### src/source/xc_pkg.sv
// shared widths, opcodes and setting types for the correlator control block.
// line count is fixed here; only LINE_SEL_BITS of the line selector are decoded.
`default_nettype none

package xc_pkg;

	// input lines handled by the parser and the pwm bank.
	localparam int NUM_LINES = 4;

	// low selector bits that actually pick a line.
	localparam int LINE_SEL_BITS = 2;

	// width of one field write for voltage and line select.
	localparam int FIELD_BITS = 2;

	// one delay tap inside a 12-bit index.
	localparam int TAP_BITS = 3;

	// delay opcodes 4..7 share the upper two opcode bits.
	localparam logic [3:0] DELAY_MASK = 4'b1100;

	// raw command byte from the host.
	typedef logic [7:0] cmd_t;

	// line selector register, only the low bits are used.
	typedef logic [7:0] line_t;

	// pwm level, also the width of the phase counter.
	typedef logic [7:0] volt_t;

	// test, led, baud and divider values.
	typedef logic [3:0] nibble_t;

	// four 3-bit taps.
	typedef logic [11:0] delay_idx_t;

	// low nibble of the command byte.
	// 5..7 are delay taps too, decoded with DELAY_MASK.
	typedef enum logic [3:0] {
		CLEAR          = 4'd0,
		SET_LINE       = 4'd1,
		SET_LEDS       = 4'd2,
		SET_BAUD_RATE  = 4'd3,
		SET_DELAY      = 4'd4,
		SET_FREQ_DIV   = 4'd8,
		SET_VOLTAGE    = 4'd9,
		ENABLE_TEST    = 4'd12,
		ENABLE_CAPTURE = 4'd13
	} opcode_e;

endpackage

`default_nettype wire
### src/source/xc_cfg_if.sv
// parsed settings shared by the parser and its two consumers.
`default_nettype none

interface xc_cfg_if;

	xc_pkg::volt_t [xc_pkg::NUM_LINES-1:0] voltage; // per-line pwm level.
	xc_pkg::nibble_t clock_divider; // internal tick period minus one.
	logic integrating; // capture enable.
	logic external_clock; // tick source select.

	// parser owns every setting.
	modport parser (
		output voltage, clock_divider, integrating, external_clock
	);

	// pwm bank only needs the levels.
	modport pwm (input voltage);

	// tick generator needs the capture controls.
	modport tick (input clock_divider, integrating, external_clock);

endinterface

`default_nettype wire

### src/source/xc_ctrl_top.sv
// correlator control top, plain ports only.
// baud_rate is a register output for a receiver outside this block.
`default_nettype none

module xc_ctrl_top (
	input  wire logic clk,
	input  wire logic rst_n,
	input  wire xc_pkg::cmd_t cmd, // host command byte.
	input  wire logic cmd_valid, // one-cycle strobe per byte.
	input  wire logic ext_tick,
	output logic [xc_pkg::NUM_LINES-1:0] pwm,
	output logic sample_tick,
	output logic integrating,
	output logic external_clock,
	output xc_pkg::nibble_t clock_divider,
	output xc_pkg::nibble_t baud_rate,
	output xc_pkg::line_t current_line,
	output xc_pkg::nibble_t [xc_pkg::NUM_LINES-1:0] test,
	output xc_pkg::nibble_t [xc_pkg::NUM_LINES-1:0] leds,
	output xc_pkg::delay_idx_t [xc_pkg::NUM_LINES-1:0] cross_idx,
	output xc_pkg::delay_idx_t [xc_pkg::NUM_LINES-1:0] auto_idx
);

	// settings bus from parser to consumers.
	xc_cfg_if cfg ();

	// capture controls also go out to the correlator.
	assign integrating = cfg.integrating;
	assign external_clock = cfg.external_clock;
	assign clock_divider = cfg.clock_divider;

	// command decode and setting registers.
	cmd_parser u_parser (
		.clk          (clk),
		.rst_n        (rst_n),
		.cmd          (cmd),
		.cmd_valid    (cmd_valid),
		.cfg          (cfg.parser),
		.test         (test),
		.leds         (leds),
		.cross_idx    (cross_idx),
		.auto_idx     (auto_idx),
		.baud_rate    (baud_rate),
		.current_line (current_line)
	);

	// bias voltages.
	pwm_bank u_pwm (
		.clk   (clk),
		.rst_n (rst_n),
		.cfg   (cfg.pwm),
		.pwm   (pwm)
	);

	// capture strobe.
	sample_tick_gen u_tick (
		.clk         (clk),
		.rst_n       (rst_n),
		.cfg         (cfg.tick),
		.ext_tick    (ext_tick),
		.sample_tick (sample_tick)
	);

endmodule

`default_nettype wire

### src/source/sample_tick_gen.sv
// capture strobe from the internal divider or an external tick.
// no ticks while integrating is low; external ticks come out one cycle late.
`default_nettype none

module sample_tick_gen (
	input  wire logic clk,
	input  wire logic rst_n,
	xc_cfg_if.tick cfg,
	input  wire logic ext_tick,
	output logic sample_tick
);

	xc_pkg::nibble_t count; // down-counter, period clock_divider+1.
	logic terminal; // divider wrap.

	assign terminal = count == '0;

	// divider.
	// held at the reload value while idle, so a rising
	// integrating flag starts a full period.
	always_ff @(posedge clk) begin
		if (!rst_n)
			count <= '0;
		else if (!cfg.integrating)
			count <= cfg.clock_divider; // idle, keep preloaded.
		else if (terminal)
			count <= cfg.clock_divider; // new divider applies next period.
		else
			count <= count - 1'b1;
	end

	// registered source select.
	// divider 0 gives a tick on every cycle.
	always_ff @(posedge clk) begin
		if (!rst_n)
			sample_tick <= 1'b0;
		else if (cfg.external_clock)
			sample_tick <= cfg.integrating & ext_tick; // one cycle after ext_tick.
		else
			sample_tick <= cfg.integrating & terminal;
	end

endmodule

`default_nettype wire

### src/source/pwm_bank.sv
// one shared 8-bit phase, 256-cycle period for every line.
// outputs are registered, so they trail the phase by one cycle.
`default_nettype none

module pwm_bank (
	input  wire logic clk,
	input  wire logic rst_n,
	xc_cfg_if.pwm cfg,
	output logic [xc_pkg::NUM_LINES-1:0] pwm
);

	xc_pkg::volt_t phase; // free-running, wraps at 256.

	// phase counter.
	always_ff @(posedge clk) begin
		if (!rst_n)
			phase <= '0;
		else
			phase <= phase + 1'b1; // wraps naturally.
	end

	// per-line compare.
	// high while phase < level, so level cycles per period.
	// level 0 never high, 255 low for one cycle.
	always_ff @(posedge clk) begin
		if (!rst_n) begin
			pwm <= '0;
		end else begin
			for (int i = 0; i < xc_pkg::NUM_LINES; i++) begin
				pwm[i] <= phase < cfg.voltage[i];
			end
		end
	end

endmodule

`default_nettype wire

### src/source/cmd_parser.sv
// takes one command byte per cmd_valid strobe, no back-pressure.
// settings update on the strobe edge; unused opcodes are ignored.
`default_nettype none

module cmd_parser (
	input  wire logic clk,
	input  wire logic rst_n,
	input  wire xc_pkg::cmd_t cmd,
	input  wire logic cmd_valid,
	xc_cfg_if.parser cfg,
	output xc_pkg::nibble_t [xc_pkg::NUM_LINES-1:0] test,
	output xc_pkg::nibble_t [xc_pkg::NUM_LINES-1:0] leds,
	output xc_pkg::delay_idx_t [xc_pkg::NUM_LINES-1:0] cross_idx,
	output xc_pkg::delay_idx_t [xc_pkg::NUM_LINES-1:0] auto_idx,
	output xc_pkg::nibble_t baud_rate,
	output xc_pkg::line_t current_line
);

	logic [xc_pkg::LINE_SEL_BITS-1:0] sel; // line the per-line writes go to.
	xc_pkg::opcode_e op;
	logic is_delay; // any of opcodes 4..7.
	logic [3:0] tap_pos; // bit offset of the tap inside the index.
	logic [2:0] fld_pos; // bit offset of a 2-bit field write.

	// decode.
	always_comb begin
		sel = current_line[xc_pkg::LINE_SEL_BITS-1:0];
		op = xc_pkg::opcode_e'(cmd[3:0]);
		is_delay = (cmd[3:0] & xc_pkg::DELAY_MASK) == xc_pkg::SET_DELAY;
		tap_pos = {2'b00, cmd[1:0]} * 4'(xc_pkg::TAP_BITS); // low opcode bits pick tap.
		fld_pos = {1'b0, cmd[7:6]} * 3'(xc_pkg::FIELD_BITS); // pair position.
	end

	always_ff @(posedge clk) begin
		if (!rst_n) begin
			cfg.voltage <= '0;
			cfg.clock_divider <= '0;
			cfg.integrating <= 1'b0;
			cfg.external_clock <= 1'b0;
			test <= '0;
			leds <= '0;
			cross_idx <= '0;
			auto_idx <= '0;
			baud_rate <= '0;
			current_line <= '0;
		end else if (cmd_valid) begin
			if (is_delay) begin
				// cmd[7] picks auto vs cross.
				if (cmd[7])
					auto_idx[sel][tap_pos +: xc_pkg::TAP_BITS] <= cmd[6:4];
				else
					cross_idx[sel][tap_pos +: xc_pkg::TAP_BITS] <= cmd[6:4];
			end else begin
				case (op)
					xc_pkg::CLEAR: begin
						cross_idx[sel] <= '0; // both indices of the line.
						auto_idx[sel] <= '0;
					end
					xc_pkg::SET_LINE: begin
						// built up two bits at a time.
						current_line[fld_pos +: xc_pkg::FIELD_BITS] <= cmd[5:4];
					end
					xc_pkg::SET_LEDS: begin
						leds[sel] <= cmd[7:4];
					end
					xc_pkg::SET_BAUD_RATE: begin
						baud_rate <= cmd[7:4]; // consumed by the external uart.
					end
					xc_pkg::SET_FREQ_DIV: begin
						cfg.clock_divider <= cmd[7:4];
					end
					xc_pkg::SET_VOLTAGE: begin
						// same pair scheme as the line select.
						cfg.voltage[sel][fld_pos +: xc_pkg::FIELD_BITS] <= cmd[5:4];
					end
					xc_pkg::ENABLE_TEST: begin
						test[sel] <= cmd[7:4];
					end
					xc_pkg::ENABLE_CAPTURE: begin
						cfg.integrating <= cmd[4];
						cfg.external_clock <= cmd[5];
					end
					default: begin
						// unused codes, settings hold.
					end
				endcase
			end
		end
	end

endmodule

`default_nettype wire

### config.mk
export PLATFORM = sky130hd
export DESIGN_NAME = xc_ctrl_top
export DESIGN_NICKNAME = d
export VERILOG_FILES = /design/src/source/xc_pkg.sv /design/src/source/xc_cfg_if.sv /design/src/source/xc_ctrl_top.sv /design/src/source/sample_tick_gen.sv /design/src/source/pwm_bank.sv /design/src/source/cmd_parser.sv
export SDC_FILE = /design/constraint.sdc
export NUM_CORES = 1
export LEC_CHECK = 0
export BUFFER_PORTS_ARGS = -buffer_cell sky130_fd_sc_hd__clkbuf_2
export CAP_MARGIN = 20
export CORE_MARGIN = 1.5
export CORE_UTILIZATION = 55
export CTS_BUF_LIST = sky130_fd_sc_hd__clkbuf_4 sky130_fd_sc_hd__clkbuf_8
export DETAILED_ROUTE_END_ITERATION = 7
export GPL_ROUTABILITY_DRIVEN = 1
export PLACE_DENSITY = 0.77
export SLEW_MARGIN = 20
export SYNTH_ARGS = -nofsm -noshare
export SYNTH_HDL_FRONTEND = slang
export SYNTH_SLANG_ARGS = --single-unit
### constraint.sdc
create_clock -name clk -period 5.6 [get_ports clk]
set_input_delay 0.56 -clock clk [delete_from_list [all_inputs] [get_ports clk]]
set_output_delay 0.56 -clock clk [all_outputs]
set_load 0.005 [all_outputs]
==> flow_summary.yaml <==
critical_path:
  path_delay_family: "simple AND/OR/NAND/NOR gates"
  crit_buf_inv: 1
  crit_type: "reg -> reg"
  cp.arrival_ps: 2760
  crit_path_cell_trace: "nor2b_1, buf_4, nand3_1, mux2i_1, nor2b_1"
  crit_path_end: "u_parser.cfg.voltage[17]$_SDFFE_PN0P_"
  cp_common_cell: "nor2b_1"
  rr_endpoint: "u_parser.cfg.voltage[17]$_SDFFE_PN0P_"
  crit_fanout: 18
  end_kind: "register"
  worstSetupPathDepth: 5
  reg2reg_depth: 5
  crit_start: "u_parser.current_line[1]$_SDFFE_PN0P_"
  cp_slowest_cell: "dfxtp_1"
  rrSetupSlack_ps: 3220
  cp-start-kind: "register"
  r2r_start: "u_parser.current_line[1]$_SDFFE_PN0P_"
  required_ps: 5970
  slowest_delay_ps: 840
clock_tree:
  ctsLongestPathBuffers: 2
  root_buffer: "clkbuf_8"
  cts_buffers: 17
  cts.sinks: 195
  htreeDepth: 4
  clk_pin_slew_ps: 100
  cts_tree: "yes"
  ctsHoldBuffers: 0
  post_cts_resized: 0
  post_cts_buffers: 0
  insertion_delay_ps: 480
synth:
  syn-cell-area_sq_um: 9240
  synth_ff_type: "dfxtp_1"
  yosysWarnings: 0
  synth_edf_count: 0
  synth_cell_type_count: 57
  ys_seq_elements: 195
  syn_area_per_cell_sq_um: 9.30
  syn_inst: 993
  ys_seq_area_share_pct: 42.3
  synth_nets: 1047
  ys_async_sr_fraction_pct: 0
grt:
  antenna_found_initial: 0
  grt.total_usage_pct: 26.9
  grt_pass1_vias: 7185
  grt_overflow: 0
  grt_start_max_net_pins: 93
  grt_pass1_wl_um: 37800
cells_and_area:
  fillers: 1441
  antenna_cells: 0
  utilization_pct: 63.3
  areaGrowthSynthToFinish_pct: 12.8
  final_layout_size_suffix_gt1_share_pct: 21.2
  fin_nets: 1170
power:
  p_leak_nw: 4.49
  p_per_area_nw_per_um2: 233
  ir_drop_mv: 0.134
placed_design:
  dpl.hpwl_um: 16500
  gp_congestion: 0.841
  port_buffers: 162
sta:
  min_period_ps: 2380
  slew_violations: 0
  worst_pin_slew_ps: 918
  fin_crit_sh_pct: 42.5
  hold_viol_final: 0
  tns_ps: 0
  setup_viol: 0
  slew_headroom_pct: 38.0
  rsz0062_at_grt: "no"
  fmax_mhz: 420
  skew_ps: 11.8
die:
  core_region_area_sq_um: 16500
  rows: 47
  start_util_pct: 56.1
  die_x_um: 133
  pin_count: 163
  fp.dieArea_sq_um: 17600
  die_y_um: 133
route:
  avgRoutedWirePerCell_um: 17.4
  dr.first_iter.drc_count: 627
  vias_per_cell: 5.75
  drc_errors: 0
  dr_total_vias: 7758
  ant_nets: 0
  firstDrtPassIters: 6
  routed_wirelength_um: 23500
run_status:
  status: "finished, final reports clean"
worst_hold_path:
  hold_class: "in -> reg"
job:
  max-cap-violations: 0
cells by family after synthesis:
kind of cell | count (synthesis) | synth area share, %
AO/OA/AOI/OAI | 210 | 16.8
AND/OR/NAND/NOR | 385 | 23.7
XOR/XNOR | 8 | 0.759
buffers and inverters | 101 | 5.08
flip-flops | 195 | 42.3
adder cells (fa/ha/maj) | 42 | 5.69
multiplexers | 52 | 5.64
power by group:
group          internal, mW  total (mW)  switching (mW)
registers              1.39        1.40         0.00591
clock network         0.333       0.872           0.539
logic                0.0543       0.155           0.101
total                  1.78        2.42           0.645
Yosys cell counts (3+ instances only):
master | n | area share [%]
nand2_1 | 145 | 5.9
and2_1 | 8 | 0.54
a2bb2oi_1 | 6 | 0.57
and4bb_2 | 6 | 0.81
buf_2 | 22 | 1.2
clkbuf_1 | 32 | 1.3
o21ai_0 | 22 | 1.2
nand2b_1 | 12 | 0.81
o22ai_1 | 19 | 1.3
o2bb2ai_1 | 15 | 1.4
or3_1 | 4 | 0.27
nand3b_4 | 3 | 0.65
ha_1 | 42 | 5.7
nand4bb_1 | 9 | 1.1
a221oi_1 | 4 | 0.38
a31oi_1 | 15 | 1.0
dfxtp_1 | 195 | 42
nand3_2 | 4 | 0.43
o211ai_1 | 33 | 2.7
buf_6 | 7 | 0.85
and3_1 | 8 | 0.54
a21boi_1 | 16 | 1.3
a211o_1 | 4 | 0.38
nand4b_1 | 3 | 0.28
a22o_1 | 27 | 2.6
nor3_1 | 24 | 1.3
nand3_1 | 62 | 3.4
inv_1 | 35 | 1.4
xnor2_1 | 6 | 0.57
and4b_1 | 3 | 0.33
a21boi_0 | 29 | 2.4
nor3_2 | 9 | 0.98
nor2b_1 | 58 | 3.9
mux2i_1 | 52 | 5.6
a21o_1 | 9 | 0.73
o211a_1 | 3 | 0.33
nor2_1 | 10 | 0.41
o21a_1 | 4 | 0.33
metrics by stage:
stage	setup slack [ps]	hold slack (ps)	total power, mW	cells	instance area (sq um)
after floorplan	3270	447	1.54	993	9240
after global placement	2920	447	1.58	1317	10000
after detailed placement	2810	450	1.58	1317	10100
after CTS	3240	394	2.44	1349	10400
after global routing	3010	479	2.51	1349	10400
final	3220	413	2.42	1349	10400
cell type report:
class                           count  area, sq um  share of cell area (%)
Clock inverter                     14          118                    1.13
Sequential cell                   195         3900                    37.5
Tap cell                          220          275                    2.64
Timing Repair Buffer              170          873                    8.38
Clock buffer                       18          248                    2.38
Multi-Input combinational cell    697         4870                    46.7
Inverter                           35          131                    1.26
state kept, by name (all words and copies together), names as in the netlist:
name                         flops
u_parser.leds                   16
u_tick.count                     4
u_parser.test                   16
u_pwm.pwm                        4
u_parser.cfg.integrating         1
u_pwm.phase                      8
u_parser.auto_idx               48
u_parser.cfg.external_clock      1
u_parser.baud_rate               4
u_parser.cfg.voltage            32
u_tick.sample_tick               1
u_parser.cross_idx              48
u_parser.cfg.clock_divider       4
u_parser.current_line            8
placed cells by master (no fill, tap or decap), types with 27 or more instances in the layout:
cell      instances
dfxtp_1         195
clkbuf_2        161
nand2_1         145
nand3_1          62
nor2b_1          58
mux2i_1          52
ha_1             42
inv_1            35
o211ai_1         33
a21boi_0         29
a22o_1           27
worst min-delay path by stage:
stage	end	depth (start not counted)	startpoint
5_1_grt	u_parser.current_line[3]$_SDFFE_PN0P_	2	u_parser.current_line[3]$_SDFFE_PN0P_
3_5_place_dp	u_parser.cross_idx[46]$_SDFFE_PN0P_	2	u_parser.cross_idx[46]$_SDFFE_PN0P_
4_1_cts	u_tick.sample_tick$_SDFF_PN0_	4	ext_tick
6_report	u_tick.sample_tick$_SDFF_PN0_	4	ext_tick
2_1_floorplan	u_parser.cross_idx[42]$_SDFFE_PN0P_	2	u_parser.cross_idx[42]$_SDFFE_PN0P_
3_3_place_gp	u_parser.current_line[7]$_SDFFE_PN0P_	2	u_parser.current_line[7]$_SDFFE_PN0P_
layer usage:
metal,global-route usage (%),up-vias,routed length [um]
met5,0,-,0
met4,9.77,0,552
met3,6.93,42,1930
met2,39.9,323,10200
met1,37.8,3618,10800
li1,-,3775,-
tightest hold or removal path, stage by stage:
cell and delay [ps]:
clkbuf_2 80, nand2_1 40, o21ai_0 50, and3_1 140
Note: power is estimated with default switching activity, not from simulation.
